--- src/chroni_spram.sv ---
`timescale 1ns/1ps

module chroni_spram #(
   parameter int  depth  = 64,
   parameter type data_t = logic [7:0]
) (
   input  logic                     sys_clk,
   input  logic [$clog2(depth)-1:0] addr,
   input  logic                     we,
   input  data_t                    wr_data,
   output data_t                    rd_data
);

   data_t mem [depth];

   always_ff @(posedge sys_clk) begin
      if (we) begin
         mem[addr] <= wr_data;
      end
      rd_data <= mem[addr];   // old data on a write cycle
   end

endmodule

--- config.mk ---
export PLATFORM = sky130hd
export DESIGN_NAME = chroni_spram
export DESIGN_NICKNAME = d
export VERILOG_FILES = /design/src/chroni_spram.sv
export SDC_FILE = /design/constraint.sdc
export NUM_CORES = 1
export LEC_CHECK = 0
export BUFFER_PORTS_ARGS = -buffer_cell sky130_fd_sc_hd__buf_4
export CAP_MARGIN = 10
export CORE_ASPECT_RATIO = 0.6
export CORE_MARGIN = 5
export CORE_UTILIZATION = 40
export DETAILED_ROUTE_END_ITERATION = 7
export GPL_ROUTABILITY_DRIVEN = 0
export PLACE_DENSITY_LB_ADDON = 0.08
export SLEW_MARGIN = 20
export SYNTH_ARGS = -nofsm -noshare
export SYNTH_HDL_FRONTEND = slang
export SYNTH_SLANG_ARGS = --single-unit
--- constraint.sdc ---
create_clock -name sys_clk -period 2.65 [get_ports sys_clk]
set_input_delay 0.265 -clock sys_clk [delete_from_list [all_inputs] [get_ports sys_clk]]
set_output_delay 0.265 -clock sys_clk [all_outputs]
set_load 0.03 [all_outputs]
## Word level (Yosys, flattened, before mapping)

Memory sizes are Yosys's and may differ from the RTL's. A register that Yosys moved wholly into a read port is not among the register bits.
Cells that the tools add are included.

- Output and inout port bits: 8
- Flip-flop bits (word level): 0
- Input port bits: 16
- Logic and storage cells: 3
- Memory bits (read-only): 0
- Bits in latches: 0
- Bits in writable memories: 512
- Memories kept: 1

- $lt $le $gt $ge: 0
- Reduce and logical (&&, ||, !) cells: 0
- Shift operators: 0
- Add/sub/neg operators: 0
- Multipliers: 0
- Divide/modulo/power cells: 0
- Multiplexer cells: 2
- Equality and inequality tests: 0
- Bitwise gates (word level): 0

Memories:

| memory | words | width | read ports | clocked after memory_dff | wr ports | RTL line | text |
|---|---|---|---|---|---|---|---|
| mem | 64 | 8 | 1 | 1 | 1 | 14 | `data_t mem [depth];` |

Operators by type and width:

| operator | number |
|---|---|
| $mux 1 | 2 |

## Logic depth before layout (Yosys ltp)

- Depth after elaboration: 2
- Mapped depth: 10
- Gate-level depth less buffers: 5

## Least setup slack after synthesis

No wires, ideal clock.

- Path kind: input to register
- Start: input addr[1]
- End: memory mem[13][0] (netlist name), enable pin
- Stages: 7
- Library setup time: 0.370 ns
- Setup slack: 0.286 ns
- Arrival: 1.993 ns
- Data required time: 2.280 ns
- Buffers on the path: 4
- Cell sequence: buf_6 -> buf_6 -> nor2b_1 -> clkbuf_1 -> clkbuf_1 -> nand3_1 -> nor2_1

RTL lines:

| element | RTL line | text |
|---|---|---|
| start, declared | 8 | `input logic [$clog2(depth)-1:0] addr,` |
| end, declared | 14 |  |

Straight into the memory's write port.

==> impl_metrics.env <==
export IMPL_outcome="finished, final reports clean"
export IMPL_synth_ff_type="edfxtp_1"
export IMPL_cts_setup_buffers=0
export IMPL_post_dp_cell_area_sq_mm=0.0225
export IMPL_route_detailed_drc=0
export IMPL_cap_violations=0
export IMPL_n_antenna_cell=0
export IMPL_finClkSkew_ns=0.00781
export IMPL_track_usage_pct=21.5
export IMPL_fin_crit_ns=2.25
export IMPL_arrival_ns=2.76
export IMPL_final_common_cell="edfxtp_1"
export IMPL_maxSlewViolCount=0
export IMPL_hold_viol=0
export IMPL_cts_hold_buf=0
export IMPL_drt_iter0_drc=1418
export IMPL_synth_area_sq_mm=0.0204
export IMPL_syn_nets=1187
export IMPL_avgSynthCellArea_sq_um=17.5
export IMPL_post_drt_wl_per_cell_um=29.1
export IMPL_clk_path_buf_depth=3
export IMPL_dp_cells=1980
export IMPL_dpl_hpwl_um=39000
export IMPL_synth_edf_count=512
export IMPL_crit_fanout=40
export IMPL_path_clk_slew_ns=0.06
export IMPL_dpl_worst_slack_ns=-0.0587
export IMPL_vias=11742
export IMPL_die_y_um=185
export IMPL_async_flop_share_pct=0
export IMPL_setup_viol=0
export IMPL_drive_gt1_share_pct=23.4
export IMPL_tightest_slew_ns=1.01
export IMPL_routed_wl_um=60000
export IMPL_finalNetCount=1354
export IMPL_core_sq_mm=0.0508
export IMPL_synthDistinctLibCells=56
export IMPL_cts_root_buf="clkbuf_16"
export IMPL_io_buffer_count=23
export IMPL_cts_tree="built"
export IMPL_vdd_ir_drop_max_uv=524
export IMPL_cts_made_buffers=49
export IMPL_antenna_found_initial=2
export IMPL_grt_pass1_wl_um=85600
export IMPL_yosysWarnings=0
export IMPL_cts_sinks=520
export IMPL_cts_resized=0
export IMPL_cp_start_kind="primary input"
export IMPL_rsz0062_at_grt="false"
export IMPL_die_w_um=302
export IMPL_fin_area_sq_mm=0.0240
export IMPL_io_pins=24
export IMPL_required_ns=3.16
export IMPL_worstSkewPairLatency_ns=0.56
export IMPL_ys_seq_elements=520
export IMPL_powerDensity_mw_per_mm2=707
export IMPL_grt_remaining_overflow=0
export IMPL_critPathKind="primary input to flop"
export IMPL_placementRows=64
export IMPL_timing_final_crit_share_pct=84.8
export IMPL_final_core_utilization_pct=47.3
export IMPL_nFillCells=4387
export IMPL_area_growth_pct=17.4
export IMPL_syn_inst=1171
export IMPL_min_path_type="primary input to flop"
export IMPL_grt_max_degree=65
export IMPL_die_area_sq_mm=0.0559
export IMPL_max_freq_mhz=445
export IMPL_final_cell_mix="edfxtp_1, buf_4, nor2_1, mux2i_1, clkbuf_16"
export IMPL_crit_path_end_kind="flop"
export IMPL_start_util_pct=40.3
export IMPL_stdcell_count=2064
export IMPL_seq_area_frac_synth_pct=76.0
export IMPL_rrSetupSlack_ns=0.42
export IMPL_setup_slack_ns=0.402
export IMPL_maxSlewHeadroom_pct=32.8
export IMPL_ant_nets=0
export IMPL_p_leak_nw=7.97
export IMPL_via_per_inst=5.69
export IMPL_grt_pass1_vias=11376
export IMPL_h_tree_depth=2
export IMPL_first_pass_iters=5
-- worst paths after layout --
path | from | end | cells after the start
setup / recovery | addr[2] | rd_data[7] | 7
hold / removal | addr[5] | rd_data[0] | 4
setup reg to reg | mem[6][7] | rd_data[7] | 5
hold reg to reg | mem[3][0] | rd_data[0] | 3
-- registers in the layout (all words and copies together) (netlist names) --
name / cells
mem: 512
rd_data: 8
-- worst max-delay path, cell delays in order --
cell	delay, ns
buf_6	0.39
nor2b_1	0.87
buf_4	0.31
o2bb2ai_1	0.13
nand2_1	0.06
a21oi_1	0.46
or4b_1	0.20
-- power breakdown --
group / total, W / internal [W] / switching (W)
Combinational: 0.00111 / 0.000386 / 0.000724
Sequential: 0.00914 / 0.00910 / 0.0000353
Clock: 0.00673 / 0.00376 / 0.00297
Total: 0.0170 / 0.0132 / 0.00373
-- kinds of logic (layout without fill, tap and decap cells) --
| group | count (synthesis) | in the layout | share of synthesized area [%] |
|---|---|---|---|
| AOI/OAI and AO/OA | 222 | 222 | 8.08 |
| buffers and inverters | 84 | 284 | 1.98 |
| DFF | 520 | 520 | 76.0 |
| muxes | 116 | 116 | 8.26 |
| and+or+nand+nor | 229 | 229 | 5.71 |
-- through the flow --
stage,total power [W],setup TNS [ns],hold WS [ns]
global placement,0.0104,-0.00811,0.634
floorplan,0.00983,0,0.364
finish,0.0170,0,0.262
global route,0.0176,0,0.242
CTS,0.0171,0,0.228
detailed placement,0.0104,-0.0628,0.634
-- routing by layer --
layer  track usage, %  vias up  wire, um
met1             34.2     6093     29200
li1                 -     5087         -
met4             4.49        2      1160
met2             28.6      483     23900
met3             7.05       77      5820
met5                0        -        13
-- synth_stat cells (4+ instances only) --
master	number	area [sq um]
a211oi_1	6	45.0
a21o_1	4	30.0
a21oi_1	28	140
a221o_1	11	110
a221oi_1	21	184
a22o_1	10	87.6
a22oi_1	40	300
a31oi_1	15	93.8
a32oi_1	7	61.3
and2_1	9	56.3
and3_1	9	56.3
and4_1	6	52.6
buf_1	6	22.5
buf_2	30	150
buf_4	4	30.0
buf_6	5	56.3
clkbuf_1	36	135
dfxtp_1	8	160
edfxtp_1	512	15400
mux2_1	7	78.8
mux2_2	5	56.3
mux2i_1	63	631
mux4_2	41	923
nand2_1	45	169
nand2b_1	24	150
nand3_1	8	40.0
nand3b_1	12	90.1
nor2_1	82	308
nor2b_1	8	50.1
o21ai_0	9	45.0
o221ai_1	9	78.8
o22a_1	11	96.3
o22ai_1	22	138
o2bb2ai_1	7	61.3
o31ai_1	5	37.5
or3b_2	5	43.8
-- area by class of cell --
class | count | area, sq um | share of cell area (%)
inverter | 3 | 11.3 | 0.0469
clock buffer | 57 | 1260 | 5.23
multi-input combinational | 567 | 4520 | 18.8
timing repair buffer | 197 | 1600 | 6.65
tap | 693 | 867 | 3.61
sequential | 520 | 15500 | 64.7
clock inverter | 27 | 225 | 0.938
Power figures use the tool's default switching activity.
