[config.mk]
export PLATFORM = sky130hd
export DESIGN_NAME = chroni_dlist
export DESIGN_NICKNAME = d
export VERILOG_FILES = /design/src/chroni_pkg.sv /design/src/chroni_dlist.sv
export SDC_FILE = /design/constraint.sdc
export NUM_CORES = 1
export LEC_CHECK = 0
export BUFFER_PORTS_ARGS = -buffer_cell sky130_fd_sc_hd__buf_2
export CAP_MARGIN = 20
export CORE_MARGIN = 4
export CORE_UTILIZATION = 40
export DETAILED_ROUTE_END_ITERATION = 6
export SLEW_MARGIN = 10
export SYNTH_ARGS = -nofsm -noshare
export SYNTH_HDL_FRONTEND = slang
export SYNTH_SLANG_ARGS = --single-unit
[constraint.sdc]
create_clock -name sys_clk -period 8 [get_ports sys_clk]
set_clock_uncertainty 0.05 [all_clocks]
set_input_delay 0.8 -clock sys_clk [delete_from_list [all_inputs] [get_ports sys_clk]]
set_output_delay 0.8 -clock sys_clk [all_outputs]
set_load 0.03 [all_outputs]
[src/chroni_pkg.sv]
package chroni_pkg;

   localparam int vram_addr_w     = 17;
   localparam int vram_size       = 131072;
   localparam int chars_per_line  = 40;
   localparam int char_idx_w      = 6;
   localparam int scan_rows       = 8;
   localparam int scan_w          = 3;
   localparam int pixels_per_char = 8;
   localparam int color_w         = 16;
   localparam int pal_idx_w       = 8;

   // cpu register window, 16 bytes
   localparam logic [15:0] reg_base      = 16'h9000;
   localparam logic [3:0]  reg_dl_lo     = 4'd0;    // dl address bits 8:1
   localparam logic [3:0]  reg_dl_hi     = 4'd1;    // dl address bits 16:9
   localparam logic [3:0]  reg_pal_index = 4'd4;
   localparam logic [3:0]  reg_pal_data  = 4'd5;    // low byte then high byte
   localparam logic [3:0]  reg_vaddr_lo  = 4'd6;
   localparam logic [3:0]  reg_vaddr_mid = 4'd7;
   localparam logic [3:0]  reg_vaddr_hi  = 4'd8;
   localparam logic [3:0]  reg_vdata     = 4'd9;

   localparam int          dl_lms_bit  = 6;
   localparam logic [3:0]  dl_end_code = 4'd1;
   localparam int          lms_bytes   = 6;      // text addr then attr addr, 3 bytes each

   typedef logic [vram_addr_w-1:0] vram_addr_t;
   typedef logic [color_w-1:0]     color_t;

   typedef enum logic [2:0] {
      dl_idle, dl_read, dl_read_wait, dl_lms_read, dl_exec
   } dl_state_t;

   typedef enum logic [2:0] {
      fd_idle, fd_text_read, fd_attr_read, fd_font_read, fd_font_fetch, fd_font_wait,
      fd_font_write
   } fetch_state_t;

endpackage

[src/chroni_dlist.sv]
`timescale 1ns/1ps

module chroni_dlist (
   input  logic                            sys_clk,
   input  logic                            rst,
   input  logic                            frame_start,
   input  logic                            scanline_start,
   input  chroni_pkg::vram_addr_t          dl_base,
   input  logic [7:0]                      rd_data,
   output logic                            dl_rd,
   output chroni_pkg::vram_addr_t          dl_addr,
   output logic                            row_start,
   output logic                            line_start,
   output logic                            lms_load,
   output chroni_pkg::vram_addr_t          text_base,
   output chroni_pkg::vram_addr_t          attr_base,
   output logic [chroni_pkg::scan_w-1:0]   scan
);

   chroni_pkg::dl_state_t  state;
   chroni_pkg::vram_addr_t ptr;
   logic                   mem_wait;
   logic [2:0]             addr_part;
   logic                   lms_pend;
   logic                   row_active;
   logic                   ended;

   always_ff @(posedge sys_clk) begin
      row_start  <= 1'b0;
      line_start <= 1'b0;
      lms_load   <= 1'b0;
      if (rst || frame_start) begin
         ptr        <= dl_base;
         state      <= chroni_pkg::dl_idle;
         dl_rd      <= 1'b0;
         row_active <= 1'b0;
         ended      <= 1'b0;
         lms_pend   <= 1'b0;
         scan       <= '0;
      end else begin
         case (state)
            chroni_pkg::dl_idle: begin
               if (scanline_start) begin
                  if (row_active && scan != chroni_pkg::scan_w'(chroni_pkg::scan_rows - 1)) begin
                     scan       <= scan + 1'b1;
                     line_start <= 1'b1;
                  end else if (!ended) begin
                     state <= chroni_pkg::dl_read;
                  end
               end
            end
            chroni_pkg::dl_read: begin
               dl_rd    <= 1'b1;
               dl_addr  <= ptr;
               ptr      <= ptr + 1'b1;
               mem_wait <= 1'b1;
               state    <= chroni_pkg::dl_read_wait;
            end
            chroni_pkg::dl_read_wait: begin
               if (mem_wait) begin
                  mem_wait <= 1'b0;
               end else if (rd_data[3:0] == chroni_pkg::dl_end_code) begin
                  dl_rd <= 1'b0;
                  ended <= 1'b1;   // held until the next frame
                  state <= chroni_pkg::dl_idle;
               end else if (rd_data[chroni_pkg::dl_lms_bit]) begin
                  dl_addr   <= ptr;
                  ptr       <= ptr + 1'b1;
                  mem_wait  <= 1'b1;
                  addr_part <= '0;
                  state     <= chroni_pkg::dl_lms_read;
               end else begin
                  dl_rd <= 1'b0;
                  state <= chroni_pkg::dl_exec;
               end
            end
            chroni_pkg::dl_lms_read: begin
               if (mem_wait) begin
                  mem_wait <= 1'b0;
               end else begin
                  case (addr_part)
                     3'd0:    text_base[7:0]  <= rd_data;
                     3'd1:    text_base[15:8] <= rd_data;
                     3'd2:    text_base[16]   <= rd_data[0];
                     3'd3:    attr_base[7:0]  <= rd_data;
                     3'd4:    attr_base[15:8] <= rd_data;
                     default: attr_base[16]   <= rd_data[0];
                  endcase
                  if (addr_part == 3'(chroni_pkg::lms_bytes - 1)) begin
                     lms_pend <= 1'b1;
                     dl_rd    <= 1'b0;
                     state    <= chroni_pkg::dl_exec;
                  end else begin
                     dl_addr   <= ptr;
                     ptr       <= ptr + 1'b1;
                     mem_wait  <= 1'b1;
                     addr_part <= addr_part + 1'b1;
                  end
               end
            end
            chroni_pkg::dl_exec: begin
               row_start  <= 1'b1;
               line_start <= 1'b1;
               lms_load   <= lms_pend;
               lms_pend   <= 1'b0;
               scan       <= '0;
               row_active <= 1'b1;
               state      <= chroni_pkg::dl_idle;
            end
            default: state <= chroni_pkg::dl_idle;
         endcase
      end
   end

   a_scanline_in_progress: assert property (@(posedge sys_clk) disable iff (rst || frame_start)
      scanline_start |-> state == chroni_pkg::dl_idle)
      else $error("scanline_start while the display list is still being read");

endmodule

# [Yosys cells after proc, flatten, opt, wreduce, memory -nomap -nowiden]
# Cells that the tools add are included.
[totals] regBits=85 out_inout_bits=58 elab_cells=129
[classes] n_addsub=3 n_eq_ne=27 muxes=50 n_bitwise=4 reduce_logical=26
[op_table] op="17-bit 2-to-1 mux" n=11
[op_table] op="17-bit one-hot mux with 3 select lines" n=2
[op_table] op="3-bit 2-to-1 mux" n=15
[op_table] op="4-bit AND reduction" n=6
[op_table] op="3-bit != test (second input constant)" n=7
[op_table] op="2-bit != test (second input constant)" n=10
[op_table] op="17-bit by 1-bit adder with 17-bit output (second input constant)" n=1
[op_table] op="1-bit 2-to-1 mux" n=15
[op_table] op="7-bit AND reduction" n=2
[op_table] op="3-bit by 2-bit == test with 1-bit output (second input constant)" n=4
[op_table] op="3-bit one-hot mux with 2 select lines" n=2
[op_table] op="3-bit one-hot mux with 4 select lines" n=1
[op_table] op="6-bit AND reduction" n=2
[op_table] op="3-bit == test (second input constant)" n=3
[op_table] op="3-bit AND reduction" n=3
[op_table] op="3-bit by 1-bit adder with 3-bit output (second input constant)" n=2
[op_table] op="3-bit by 1-bit == test with 1-bit output (second input constant)" n=2
[op_table] op="3-bit zero test" n=2
[op_table] op="1-bit one-hot mux with 3 select lines" n=2
[op_table] op="2-bit nonzero test" n=3
[op_table] op="5-bit AND reduction" n=1
[op_table] op="5-bit OR reduction" n=1
[op_table] op="4-bit by 1-bit == test with 1-bit output (second input constant)" n=1
[op_table] op="1-bit NOT" n=4
[op_table] op="7 further kinds" n=8

# [Logic depth before layout (Yosys ltp)]
[depth] word_depth=6 mapped_depth=6 mapped_depth_nobuf=6

# [Least setup slack after synthesis]
# OpenSTA, ideal clock, no wires.
[synth_path] path_type="input-to-reg" from="in rd_data[0]" to="reg ptr[0], enable pin" setup_time_ns=0.415 arrival_ns=2.456 required_time_ns=7.535 slack_ns=5.079 stages=4 n_path_buf=0 path_cell_list="or4b_4 nand3_1 a21boi_0 o21ai_0"
[synth_via] elab_chain_len=3
[synth_lines] item="start, declared" line_no="chroni_dlist.sv:9" source="input logic [7:0] rd_data,"
[synth_lines] item="4-bit by 1-bit == test with 1-bit output" line_no="chroni_dlist.sv:62" source="end else if (rd_data[3:0] == chroni_pkg::dl_end_code) begin"
[synth_lines] item="3-bit != test (no line)"
[synth_lines] item="6-bit AND reduction (no line)"
[synth_lines] item="end signal, assigned" line_no="chroni_dlist.sv:55" source="ptr <= ptr + 1'b1;"
[synth_lines] item="end signal, assigned" line_no="chroni_dlist.sv:68" source="ptr <= ptr + 1'b1;"
[synth_lines] item="end signal, assigned" line_no="chroni_dlist.sv:95" source="ptr <= ptr + 1'b1;"
[synth_lines] item="end, declared" line_no="chroni_dlist.sv:21" source="chroni_pkg::vram_addr_t ptr;"
# No other way between the ends.
# A chain may end at the register's enable or synchronous reset.

# [Final worst setup path]
[layout_path] from="in frame_start" to="reg text_base[14], enable pin"
[layout_via] elab_chain_len=3
[layout_lines] item="start, declared" line_no="chroni_dlist.sv:6" source="input logic frame_start,"
[layout_lines] item="1-bit logical OR" line_no="chroni_dlist.sv:32" source="if (rst || frame_start) begin"
[layout_lines] item="1-bit NOT (no line)"
[layout_lines] item="4-bit AND reduction (no line)"
[layout_lines] item="end signal, assigned" line_no="chroni_dlist.sv:83" source="3'd1: text_base[15:8] <= rd_data;"
[layout_lines] item="end, declared" line_no="chroni_dlist.sv:15" source="output chroni_pkg::vram_addr_t text_base,"
# No other way between the ends.

==> impl_metrics.py <==
metrics = {
    "timing": {
        "worstMarginPinSlew_ns": 0.7681,
        "finalSetupTns_ns": 0,
        "fmax_ghz": 0.3949,
        "hold_slack_ns": 0.4279,
        "rsz0062_at_grt": "false",
        "fin_crit_sh_pct": 31.65,
        "min_period_ns": 2.532,
        "drv_slew": 0,
        "setup_viol": 0,
        "relSlewSlack_pct": 48.79,
        "finalHoldViolations": 0,
    },
    "min_path": {
        "min_from": "lms_pend",
        "hold_path_class": "register to register",
    },
    "final_layout": {
        "final_cell_mix": "86 x buf_2, 72 x edfxtp_1, 28 x nand2_1",
        "diodes": 0,
        "drive_gt1_share_pct": 31.81,
        "area_growth_pct": 22.02,
        "final_cells": 454,
        "fin_nets": 381,
        "final_util_pct": 50.46,
        "final_common_cell": "buf_2",
    },
    "yosys": {
        "ys_types": 39,
        "syn_inst": 253,
        "synthAdderAreaFrac_pct": 2.917,
        "yosysWarnings": 0,
        "async_flop_share_pct": 0,
        "syn_avg_cell_area_um2": 13.57,
        "synthMuxAreaShare_pct": 0.5833,
        "synth_top_family_by_area": "simple AND/OR/NAND/NOR gates",
        "synth-simple-area-share_pct": 14.07,
        "synth_flop_cell": "edfxtp_1",
        "ys_seq_area_share_pct": 70.58,
        "synth-compound-area-share_pct": 5.541,
        "syn-num-nets": 290,
        "synth_xor_area_share_pct": 3.828,
        "ys_ff_latch": 85,
        "synth_area_um2": 3432,
        "synth_edf_count": 72,
    },
    "worst_setup_path": {
        "path_cells": "buf_2 -> or2_1 -> buf_4 -> or3_1 -> nor3b_2",
        "critical_path_arrival_ns": 2.47,
        "crit_fanout": 38,
        "crit_path_start_kind": "input port",
        "startpoint": "frame_start",
        "critical-path-slowest-cell": "nor3b_2",
        "crit_family": "simple AND/OR/NAND/NOR gates",
        "worst-path-buf-inv": 2,
        "r2r-start": "state[0]",
        "cp-end-kind": "register",
        "required_ns": 7.94,
        "critPathKind": "input port to register",
        "cpPeakStageDelay_ns": 0.58,
    },
    "clock_tree": {
        "insertion_delay_ns": 0.35,
        "clk_pin_slew_worst_paths_ns": 0.08,
        "post_cts_buffers": 0,
        "clk_path_buf_depth": 2,
        "hold_buffers": 0,
        "numCtsBuffers": 9,
        "ctsRootBufferMaster": "clkbuf_8",
        "htreeDepth": 3,
        "cts_tree": "yes",
        "cts_resized": 0,
        "cts_sinks": 85,
    },
    "global_routing": {
        "grt_pass1_wl_um": 10470,
        "grt.overflow.total": 0,
        "antenna_found_initial": 1,
        "track_usage_pct": 13.56,
        "grt_use_met3_pct": 4.360,
        "grt_util_met1_pct": 16.60,
        "grt_max_degree": 39,
        "met2_usage_pct": 21.67,
        "grt.busiest_layer": "met2",
        "grt_pass1_vias": 2171,
    },
    "run_status": {
        "status": "complete, no violations",
    },
    "floorplanning": {
        "rows": 33,
        "dieArea_um2": 10130,
        "ios": 87,
        "die_y_um": 100.6,
        "die_x_um": 100.6,
        "core_um2": 8299,
        "start_util_pct": 41.35,
    },
    "pwr": {
        "power_frac_seq_pct": 56.9,
        "pwr-share-clk_pct": 38.1,
        "p_sw_share_pct": 22.15,
        "peakVddDrop_uv": 79.35,
        "switchingPower_uw": 197.4,
        "internal-power_uw": 693.7,
        "powerDensity_nw_per_um2": 212.8,
        "p_leak_nw": 1.590,
        "comb_power_share_pct": 5.0,
    },
    "placement": {
        "dp.final_hpwl_um": 4772,
        "dp_cells": 438,
        "port_buffers": 86,
        "gp_congestion": 0.8220,
    },
    "drt": {
        "firstDrtPassIters": 4,
        "viasPerCell": 4.749,
        "drt_iter0_drc": 89,
        "drt_wl_total_um": 6517,
        "num_vias": 2156,
        "avgRoutedWirePerCell_um": 14.35,
        "ant_nets": 0,
        "drc": 0,
    },
    "run": {
        "cap_violations": 0,
    },
}
## cells by family (layout without fill, tap and decap cells)
group                      Yosys count  in the layout
and+or+nand+nor                     93             93
DFF                                 85             85
AOI/OAI and AO/OA                   32             32
buffers and inverters               18            114
xor gates and xnor gates            15             15
adders and majority gates            8              8
muxes                                2              2
## layout make-up
type | instances | area (um^2)
Clock buffer | 9 | 123.9
Clock inverter | 7 | 102.6
Fill cell | 748 | 4111
Inverter | 10 | 37.54
Multi-Input combinational cell | 150 | 924.6
Sequential cell | 85 | 2422
Tap cell | 105 | 131.4
Timing Repair Buffer | 88 | 445.4
## final timing paths
kind	endpoint	slack (ns)	cells past startpoint
max	text_base[14]	5.47	5
min	lms_pend	0.43	2
max reg2reg	text_base[14]	5.77	3
min reg2reg	lms_pend	0.43	2
## power groups by stage
stage / clock, mW / combinational, mW / sequential (mW)
detailed placement: 0 / 0.0455 / 0.517
finish: 0.339 / 0.0448 / 0.507
global route: 0.365 / 0.0516 / 0.510
CTS: 0.346 / 0.0458 / 0.507
floorplan: 0 / 0.0265 / 0.517
global placement: 0 / 0.0449 / 0.517
## metal layers
layer	part of all wire, %	vias to the layer above
met5	0.18	-
met4	2.0	2
met3	7.0	13
met2	47	56
met1	44	992
li1	-	1093
## metrics by stage
step | instance area [um^2] | setup slack (ns) | total power, mW
floorplan | 3432 | 5.079 | 0.5434
CTS | 4188 | 5.456 | 0.8984
detailed placement | 3961 | 5.068 | 0.5627
global placement | 3961 | 5.074 | 0.5617
finish | 4188 | 5.468 | 0.8911
global route | 4188 | 5.312 | 0.9260
## Yosys cell counts (2+ instances only)
library cell | number | area share, %
o21ai_1 | 3 | 0.44
o21ai_0 | 16 | 2.3
inv_1 | 10 | 1.1
nand4_1 | 3 | 0.55
nand2_1 | 28 | 3.1
dfxtp_1 | 13 | 7.6
edfxtp_1 | 72 | 63
nor4_1 | 4 | 0.73
mux2i_1 | 2 | 0.58
buf_6 | 2 | 0.66
clkbuf_1 | 4 | 0.44
nor3b_2 | 3 | 1.1
nor2b_1 | 2 | 0.36
xor2_1 | 2 | 0.51
nor3b_1 | 3 | 0.66
ha_1 | 8 | 2.9
a21oi_1 | 4 | 0.58
nand3_1 | 7 | 1.0
and2_1 | 4 | 0.73
xnor2_1 | 13 | 3.3
buf_2 | 2 | 0.29
nor2_1 | 25 | 2.7
a21boi_0 | 2 | 0.44
nor3_1 | 6 | 0.87
## flip-flops by register name, indices dropped and copies added, names as in the netlist
name / flops
text_base: 17
line_start: 1
ptr: 17
state: 3
mem_wait: 1
attr_base: 17
scan: 3
ended: 1
row_active: 1
lms_pend: 1
dl_addr: 17
dl_rd: 1
row_start: 1
lms_load: 1
addr_part: 3
## tightest hold or removal path: cells and delay by family (launching register included)
kind	cells	cell delay [ns]
DFF	1	0.34
and+or+nand+nor	2	0.11
No activity file was read; power rests on OpenSTA's default activity.
