--- src/chroni_pkg.sv ---
package chroni_pkg;

   localparam int vram_addr_w     = 17;
   localparam int vram_size       = 131072;
   localparam int chars_per_line  = 40;
   localparam int char_idx_w      = 6;
   localparam int scan_rows       = 8;
   localparam int scan_w          = 3;
   localparam int pixels_per_char = 8;
   localparam int color_w         = 16;
   localparam int pal_idx_w       = 8;

   // cpu register window, 16 bytes
   localparam logic [15:0] reg_base      = 16'h9000;
   localparam logic [3:0]  reg_dl_lo     = 4'd0;    // dl address bits 8:1
   localparam logic [3:0]  reg_dl_hi     = 4'd1;    // dl address bits 16:9
   localparam logic [3:0]  reg_pal_index = 4'd4;
   localparam logic [3:0]  reg_pal_data  = 4'd5;    // low byte then high byte
   localparam logic [3:0]  reg_vaddr_lo  = 4'd6;
   localparam logic [3:0]  reg_vaddr_mid = 4'd7;
   localparam logic [3:0]  reg_vaddr_hi  = 4'd8;
   localparam logic [3:0]  reg_vdata     = 4'd9;

   localparam int          dl_lms_bit  = 6;
   localparam logic [3:0]  dl_end_code = 4'd1;
   localparam int          lms_bytes   = 6;      // text addr then attr addr, 3 bytes each

   typedef logic [vram_addr_w-1:0] vram_addr_t;
   typedef logic [color_w-1:0]     color_t;

   typedef enum logic [2:0] {
      dl_idle, dl_read, dl_read_wait, dl_lms_read, dl_exec
   } dl_state_t;

   typedef enum logic [2:0] {
      fd_idle, fd_text_read, fd_attr_read, fd_font_read, fd_font_fetch, fd_font_wait,
      fd_font_write
   } fetch_state_t;

endpackage

--- src/chroni_pixel_out.sv ---
`timescale 1ns/1ps

module chroni_pixel_out (
   input  logic                              sys_clk,
   input  logic                              rst,
   input  logic                              glyph_valid,
   input  logic [7:0]                        glyph,
   input  logic [7:0]                        attr,
   input  logic [chroni_pkg::char_idx_w-1:0] char_col,
   output logic                              busy,
   output logic                              pix_valid,
   output logic [8:0]                        pix_x,
   output logic [chroni_pkg::pal_idx_w-1:0]  pal_rd_addr,
   input  chroni_pkg::color_t                pal_rd_data,
   output chroni_pkg::color_t                pix_color
);

   logic [7:0]                                   shift;
   logic [7:0]                                   attr_q;
   logic [chroni_pkg::char_idx_w-1:0]            col;
   logic [$clog2(chroni_pkg::pixels_per_char)-1:0] bit_cnt;
   logic                                         emit;
   logic [3:0]                                   nibble;

   // free on the last pixel so the next glyph follows with one gap cycle
   assign busy        = emit && !(&bit_cnt);
   assign nibble      = shift[7] ? attr_q[3:0] : attr_q[7:4];
   assign pal_rd_addr = chroni_pkg::pal_idx_w'(nibble);
   assign pix_color   = pal_rd_data;   // palette read lines up with pix_valid

   always_ff @(posedge sys_clk) begin
      if (rst) begin
         emit      <= 1'b0;
         bit_cnt   <= '0;
         pix_valid <= 1'b0;
      end else begin
         pix_valid <= emit;
         if (glyph_valid) begin
            emit    <= 1'b1;
            bit_cnt <= '0;
         end else if (emit) begin
            bit_cnt <= bit_cnt + 1'b1;
            if (&bit_cnt) begin
               emit <= 1'b0;
            end
         end
      end
   end

   always_ff @(posedge sys_clk) begin
      pix_x <= {col, bit_cnt};
      if (glyph_valid) begin
         shift  <= glyph;
         attr_q <= attr;
         col    <= char_col;
      end else begin
         shift <= shift << 1;   // msb first
      end
   end

   a_glyph_while_busy: assert property (@(posedge sys_clk) disable iff (rst)
      glyph_valid |-> !busy)
      else $error("glyph_valid while pixel output busy");

endmodule

--- config.mk ---
export PLATFORM = sky130hd
export DESIGN_NAME = chroni_pixel_out
export DESIGN_NICKNAME = d
export VERILOG_FILES = /design/src/chroni_pkg.sv /design/src/chroni_pixel_out.sv
export SDC_FILE = /design/constraint.sdc
export NUM_CORES = 1
export LEC_CHECK = 0
export BUFFER_PORTS_ARGS = -buffer_cell sky130_fd_sc_hd__buf_2
export CORE_ASPECT_RATIO = 1.25
export CORE_MARGIN = 1
export CORE_UTILIZATION = 45
export DETAILED_ROUTE_END_ITERATION = 7
export MAX_ROUTING_LAYER = met4
export PLACE_DENSITY = 0.83
export SLEW_MARGIN = 30
export SYNTH_ARGS = -nofsm -noshare
export SYNTH_HDL_FRONTEND = slang
export SYNTH_SLANG_ARGS = --single-unit
export TNS_END_PERCENT = 10
--- constraint.sdc ---
create_clock -name sys_clk -period 2 [get_ports sys_clk]
set_input_delay 0.1 -clock sys_clk [delete_from_list [all_inputs] [get_ports sys_clk]]
set_output_delay 0.1 -clock sys_clk [all_outputs]
set_load 0.02 [all_outputs]
Word-level counts from Yosys, hierarchy flattened

Index checks and enable logic that the tools add are counted.

Word-level logic and storage cells: 18
Memories kept: 0
Memory bits (writable): 0
Bits in latches: 0
Output and inout port bits: 35
Register bits: 36
Bits in read-only memories: 0

Reductions and logical operators: 4
Divide/modulo/power cells: 0
Add/subtract/negate cells: 1
Multiplexer cells: 5
Bitwise gates (word level): 0
Equal/unequal tests: 0
$lt $le $gt $ge: 0
Shifts and indexed selects: 0
Multipliers: 0

Operators by type and width:

| cell                | number |
|---|---|
| $mux 8              | 1 |
| $mux 4              | 1 |
| $add 3x1->3 const B | 1 |
| $mux 1              | 3 |
| $reduce_and 3->1    | 1 |
| $reduce_or 2->1     | 1 |
| $logic_and 1x1->1   | 1 |
| $logic_not 1->1     | 1 |

Logic depth before layout (Yosys ltp)

Gate-level depths: netlist (run 1).

Depth in word-level cells: 4
Mapped depth: 4
Depth with buffers taken out: 4

Worst setup path before layout (run 1)

No wires, ideal clock.

Path kind: reg-to-reg
Start: register bit_cnt[0] (netlist name)
End: register emit
Library setup time: 58 ps
Path buffers: 0
Required time: 1942 ps
Arrival: 1090 ps
Period minus slack after synthesis: 1148 ps
Cell stages (with the launch flop): 5
Path slack: 852 ps
Path through: dfxtp_1 > ha_1 > ha_1 > and2b_1 > o21ba_1

Cells in the longest elaborated chain, start to end: 4

Ends and longest elaborated chain:

| what                     | RTL line               | text |
|---|---|---|
| start: declaration       | chroni_pixel_out.sv:21 | `logic [$clog2(chroni_pkg::pixels_per_char)-1:0] bit_cnt;` |
| start signal: assignment | chroni_pixel_out.sv:42 | `bit_cnt <= bit_cnt + 1'b1;` |
| $reduce_and 3->1         | chroni_pixel_out.sv:43 | `if (&bit_cnt) begin` |
| $mux 1                   | chroni_pixel_out.sv:43 |  |
| $mux 1                   | chroni_pixel_out.sv:41 | `end else if (emit) begin` |
| $mux 1                   | chroni_pixel_out.sv:38 | `if (glyph_valid) begin` |
| end signal: assignment   | chroni_pixel_out.sv:33 | `emit <= 1'b0;` |
| end signal: assignment   | chroni_pixel_out.sv:39 | `emit <= 1'b1;` |
| end signal: assignment   | chroni_pixel_out.sv:44 | `emit <= 1'b0;` |
| end: declaration         | chroni_pixel_out.sv:22 | `logic emit;` |

Every way passes these cells.
A chain may end at the register's enable or synchronous reset.

Worst setup path after layout (run 1)

Start: register bit_cnt[0] (netlist name)
End: output port busy

Cells in the longest elaborated chain, start to end: 3

Ends and longest elaborated chain:

| what              | RTL line               | text |
|---|---|---|
| $reduce_and 3->1  | chroni_pixel_out.sv:26 | `assign busy = emit && !(&bit_cnt);` |
| $logic_not 1->1   | chroni_pixel_out.sv:26 |  |
| $logic_and 1x1->1 | chroni_pixel_out.sv:26 |  |
| end: declaration  | chroni_pixel_out.sv:10 | `output logic busy,` |

Every way passes these cells.

==> results.sh, run 1 <==
export IMPL_drv_cap=0
export IMPL_clkTransAtPathRegs_ps=100
export IMPL_grt_pass1_vias=801
export IMPL_crit_arrival_ps=1450
export IMPL_crit_type="reg2out"
export IMPL_cts_buffers=5
export IMPL_max_vdd_ir_drop_uv=537.2
export IMPL_crit_fanout=3
export IMPL_cp_data_required_time_ps=1900
export IMPL_io_pins=76
export IMPL_cts_sinks=36
export IMPL_grt_use_total=0.1622
export IMPL_busiest_layer="met2"
export IMPL_area_growth_synth_to_final_pct=29.01
export IMPL_yosysWarningCount=0
export IMPL_cts_max_path_buffers=2
export IMPL_cts_tree="done"
export IMPL_relSlewSlack=0.6040
export IMPL_setup_viol=0
export IMPL_cp_cell_sequence="ha_1 > ha_1 > and2b_1 > buf_2"
export IMPL_dr_pass1_iters=2
export IMPL_grtUsageMet2=0.3012
export IMPL_fp_dieH_microns=61.46
export IMPL_skew_ps=6.738
export IMPL_netlist_instances=81
export IMPL_grt_max_degree=27
export IMPL_dpl_hpwl_mm=1.383
export IMPL_antenna_found_initial=0
export IMPL_antenna_cells=0
export IMPL_r2r_start="bit_cnt[0]$_SDFFE_PP0P_"
export IMPL_design_area_sq_um=1642
export IMPL_use_met3=0.03704
export IMPL_vias=760
export IMPL_portBuffers=39
export IMPL_fill_cells=223
export IMPL_synth_top_cell_by_area="dfxtp_1"
export IMPL_totalPowerFinal_uw=1349
export IMPL_grt_overflow=0
export IMPL_drc_errors=0
export IMPL_drtIter0Drc=11
export IMPL_cts_root_buf="clkbuf_4"
export IMPL_place_gp_congestion=0.6350
export IMPL_max_stage_delay_ps=350
export IMPL_synthTopCellsByArea="dfxtp_1, edfxtp_1, buf_4"
export IMPL_drive_above_1_share=0.4361
export IMPL_vias_per_cell=4.551
export IMPL_power_density_nw_per_um2=821.9
export IMPL_max_freq_mhz=647.1
export IMPL_final_nets=175
export IMPL_path_delay_family="adder cells"
export IMPL_crit_slowest_cell="dfxtp_1"
export IMPL_ys_top_cells_by_count="dfxtp_1, buf_4, edfxtp_1, mux2_2, mux2_4"
export IMPL_syn_avg_cell_area_sq_um=15.71
export IMPL_leakagePower_uw=0.0007380
export IMPL_min_from="pal_rd_data[0]"
export IMPL_period_share=0.7727
export IMPL_startpoint_type="flip-flop"
export IMPL_seq_area_frac_synth=0.6765
export IMPL_end_kind="primary output"
export IMPL_tns_ps=0
export IMPL_synth_top_area_frac=0.3461
export IMPL_drt_total_wl_mm=2.162
export IMPL_die_w_microns=49.56
export IMPL_wire_per_inst_microns=12.95
export IMPL_startpoint="bit_cnt[0]$_SDFFE_PP0P_"
export IMPL_ant_nets=0
export IMPL_hold_viol=0
export IMPL_hold_class="in2out"
export IMPL_rows=21
export IMPL_worstPathBufferInverterCount=1
export IMPL_core_sq_um=2680
export IMPL_cts_max_level=2
export IMPL_min_period_ps=1545
export IMPL_syn_cell_area_sq_um=1272
export IMPL_drv_slew=0
export IMPL_async_flop_share=0
export IMPL_start_util=0.4748
export IMPL_yosysMostFrequentCell="dfxtp_1"
export IMPL_synth_ff_type="dfxtp_1"
export IMPL_synth_edf_count=14
export IMPL_rsz0062_at_grt="no"
export IMPL_outcome="finished clean"
export IMPL_grt_pass1_wl_mm=3.298
export IMPL_synth_cell_type_count=16
export IMPL_clk_latency_ps=320
export IMPL_post_dp_cell_area_sq_um=1360
export IMPL_met1_usage=0.1270
export IMPL_die_area_sq_um=3046
export IMPL_worstMarginPinSlew_ps=593.9
export IMPL_crit_path_frequent_cell="ha_1"
export IMPL_ys_ff_latch=36
## cell families (layout without fill, tap and decap cells)
logic type               count (synthesis)  after routing  synth area share
AND/OR/NAND/NOR                          6              6           0.03147
buffers and inverters                   21             70            0.1268
flip-flops                              36             36            0.6765
multiplexers                            13             13            0.1278
AO/OA/AOI/OAI                            1              1          0.007867
XOR/XNOR                                 1              1          0.006884
adder cells (fa/ha/maj)                  2              2           0.01966
other                                    1              4          0.002947
## power by group
group / switching (uW) / internal (uW) / leakage, uW
Sequential: 18.5 / 816 / 0.000320
Clock: 215 / 129 / 0.0000324
Combinational: 77.1 / 94.6 / 0.000385
## through the flow
stage                     instances  setup slack [ps]  hold WS (ps)  utilization
after floorplan                  84             851.6         170.9            -
after global placement          136             874.1         200.1       0.5075
after detailed placement        136             844.3         200.1       0.5075
after CTS                       167             458.3         200.1       0.6125
after global routing            167             375.2         200.0       0.6125
final                           167             454.7         200.0       0.6125
## repair_timing
| item | 4_1_cts | 5_1_grt |
|---|---|---|
| buffers inserted | 0 | 0 |
| resized for setup | 0 | 0 |
| hold endpoints to repair | 26 | 0 |
| hold buffers | 23 | 0 |
## area by class of cell
class                           count  area, sq um  area share
Tap cell                           34        42.54     0.02591
Clock buffer                        5        37.54     0.02287
Multi-Input combinational cell     27        261.5      0.1593
Clock inverter                      3        13.76    0.008384
Sequential cell                    36        860.8      0.5244
Timing Repair Buffer               62        425.4      0.2591
## layout by cell type (no fill, tap or decap), types with 4 or more instances in the layout
cell           synthesis  routed
buf_2                  0      39
mux2_4                 5       5
dlygate4sd3_1          0      23
dfxtp_1               22      22
edfxtp_1              14      14
mux2_2                 6       6
conb_1                 1       4
clkbuf_4               0       5
## flip-flops by register name (all words and copies together), names as in the netlist
| register | count |
|---|---|
| attr_q | 8 |
| pix_valid | 1 |
| shift | 8 |
| pix_x | 9 |
| emit | 1 |
| bit_cnt | 3 |
| col | 6 |
## final timing paths
check | to | slack, ps | depth (start not counted)
max | busy | 450 | 4
min | pix_color[0] | 200 | 0
max reg2reg | bit_cnt[2]$_SDFFE_PP0P_ | 840 | 4
min reg2reg | pix_x[7]$_DFF_P_ | 360 | 0
## per-layer routing
metal / vias up / share of wire
met2: 39 / 0.56
met4: 0 / 0.059
li1: 356 / -
met1: 345 / 0.31
met5: - / 0
met3: 20 / 0.065
(Power assumes the default switching activity.)
==> inputs of run 2 (changes only) <==
--- a/config.mk
+++ b/config.mk
@@ -8,10 +8,10 @@
 export BUFFER_PORTS_ARGS = -buffer_cell sky130_fd_sc_hd__buf_2
 export CORE_ASPECT_RATIO = 1.25
 export CORE_MARGIN = 1
-export CORE_UTILIZATION = 45
+export CORE_UTILIZATION = 38
 export DETAILED_ROUTE_END_ITERATION = 7
 export MAX_ROUTING_LAYER = met4
-export PLACE_DENSITY = 0.83
+export PLACE_DENSITY = 0.74
 export SLEW_MARGIN = 30
 export SYNTH_ARGS = -nofsm -noshare
 export SYNTH_HDL_FRONTEND = slang
==> constraint.sdc (replaced) <==
create_clock -name sys_clk -period 1.31 [get_ports sys_clk]
set_input_delay 0.0655 -clock sys_clk [delete_from_list [all_inputs] [get_ports sys_clk]]
set_output_delay 0.0655 -clock sys_clk [all_outputs]
set_load 0.02 [all_outputs]
==> results.sh, run 2 (same netlist as run 1, synthesis figures left out) <==
export IMPL_setup_viol=1
export IMPL_max_vdd_ir_drop_uv=890.1
export IMPL_startpoint_type="flip-flop"
export IMPL_drt_total_wl_mm=2.169
export IMPL_holdWs_ps=6.617
export IMPL_vias=730
export IMPL_crit_slowest_cell="dfxtp_2"
export IMPL_cts_max_path_buffers=2
export IMPL_hold_viol=0
export IMPL_grt_overflow=0
export IMPL_final_common_cell="buf_2"
export IMPL_power_density_nw_per_um2=1341
export IMPL_worst_slack_ps=-16.76
export IMPL_place_gp_congestion=0.6219
export IMPL_clk_latency_ps=280
export IMPL_die_area_sq_um=3585
export IMPL_leakagePower_uw=0.0007475
export IMPL_cts_sinks=36
export IMPL_worstPathBufferInverterCount=1
export IMPL_violations="negative setup slack"
export IMPL_largest_reg_flops=9
export IMPL_max_freq_mhz=753.7
export IMPL_start_util=0.3984
export IMPL_vias_per_cell=4.320
export IMPL_dp_slack_ps=166.0
export IMPL_core_sq_um=3194
export IMPL_grt_use_total=0.1402
export IMPL_grt_pass1_vias=735
export IMPL_clkTransAtPathRegs_ps=70
export IMPL_reg_top3="pix_x (9), attr_q (8), shift (8)"
export IMPL_most_common_layout_cells="buf_2, dfxtp_1, dlygate4sd3_1, edfxtp_1, mux2_2"
export IMPL_cts_buffers=5
export IMPL_max_stage_delay_ps=340
export IMPL_crit_type="reg2out"
export IMPL_wire_per_inst_microns=12.83
export IMPL_crit_path_frequent_cell="ha_4"
export IMPL_crit_fanout=2
export IMPL_grt_pass1_wl_mm=3.187
export IMPL_drv_cap=0
export IMPL_area_growth_synth_to_final_pct=32.94
export IMPL_rsz0062_at_grt="yes"
export IMPL_skew_ps=1.219
export IMPL_cp_cell_sequence="ha_4 > ha_4 > and2b_1 > buf_6"
export IMPL_fill_cells=277
export IMPL_design_area_sq_um=1692
export IMPL_drc_errors=0
export IMPL_antenna_cells=0
export IMPL_crit_arrival_ps=1260
export IMPL_max_flop_register="pix_x"
export IMPL_outcome="complete, but fails checks"
export IMPL_min_period_ps=1327
export IMPL_io_pins=76
export IMPL_drtIter0Drc=14
export IMPL_cts_max_level=2
export IMPL_ant_nets=0
export IMPL_dr_pass1_iters=3
export IMPL_end_kind="primary output"
export IMPL_finish_utilization=0.5296
export IMPL_antenna_found_initial=0
export IMPL_drv_slew=0
export IMPL_hold_class="in2reg"
export IMPL_totalPowerFinal_uw=2269
export IMPL_cts_tree="done"
export IMPL_grt_max_degree=22
export IMPL_rows=23
export IMPL_period_share=1.013
export IMPL_cts_root_buf="clkbuf_8"
export IMPL_drive_above_1_share=0.5076
export IMPL_die_w_microns=53.76
export IMPL_path_delay_family="flip-flops"
export IMPL_portBuffers=39
export IMPL_cp_data_required_time_ps=1240
export IMPL_fp_dieH_microns=66.70
export IMPL_dpl_hpwl_mm=1.445
export IMPL_post_dp_cell_area_sq_um=1371
export IMPL_final_nets=174
==> run 2: report_power, final <==
group	internal [uW]	switching, uW	total [uW]
registers	1250	26.4	1270
clock network	360	372	733
logic	144	119	263
==> run 2: layout make-up <==
cell class              instances  area (sq um)  area share
clock buffers                   5         68.82     0.04068
clock inverters                 3         13.76    0.008136
multi-input cells              27         286.5      0.1694
flip-flops and latches         36         864.6      0.5111
well taps                      37         46.29     0.02737
repair buffers                 61         411.6      0.2433
==> run 2: worst reg2reg max path, stage by stage, from the launching register on <==
cell     delay [ps]
dfxtp_2         350
ha_4            140
ha_4            110
and2b_1         190
buf_4           130
o21ba_1         150
==> run 2: through the flow <==
stage               TNS [ps]  instances
floorplan                  0         84
global placement           0        140
detailed placement         0        140
CTS                   -33.89        168
global route          -53.07        169
finish                -16.76        169
==> run 2: what timing repair did <==
| action | 4_1_cts | 5_1_grt |
|---|---|---|
| setup buffers | 3 | 0 |
| setup endpoints to repair | 1 | 5 |
| hold buffers | 17 | 1 |
| gates resized for setup | 6 | 3 |
| pin swaps | 1 | 0 |
| hold endpoints to repair | 19 | 1 |
==> run 2: worst paths after layout <==
kind	startpoint	depth (start not counted)	endpoint	slack, ps
worst max-delay path	bit_cnt[1]$_SDFFE_PP0P_	4	busy	-20
worst min-delay path	glyph[6]	2	shift[6]$_DFF_P_	7
worst max register to register	bit_cnt[1]$_SDFFE_PP0P_	5	emit$_SDFF_PP0_	130
worst min register to register	col[2]$_DFFE_PP_	0	pix_x[5]$_DFF_P_	340
==> run 2: layer usage <==
metal / track usage / share of wire
met5: - / 0
met4: 0.08882 / 0.021
met3: 0.07534 / 0.095
met2: 0.2330 / 0.54
met1: 0.1169 / 0.34
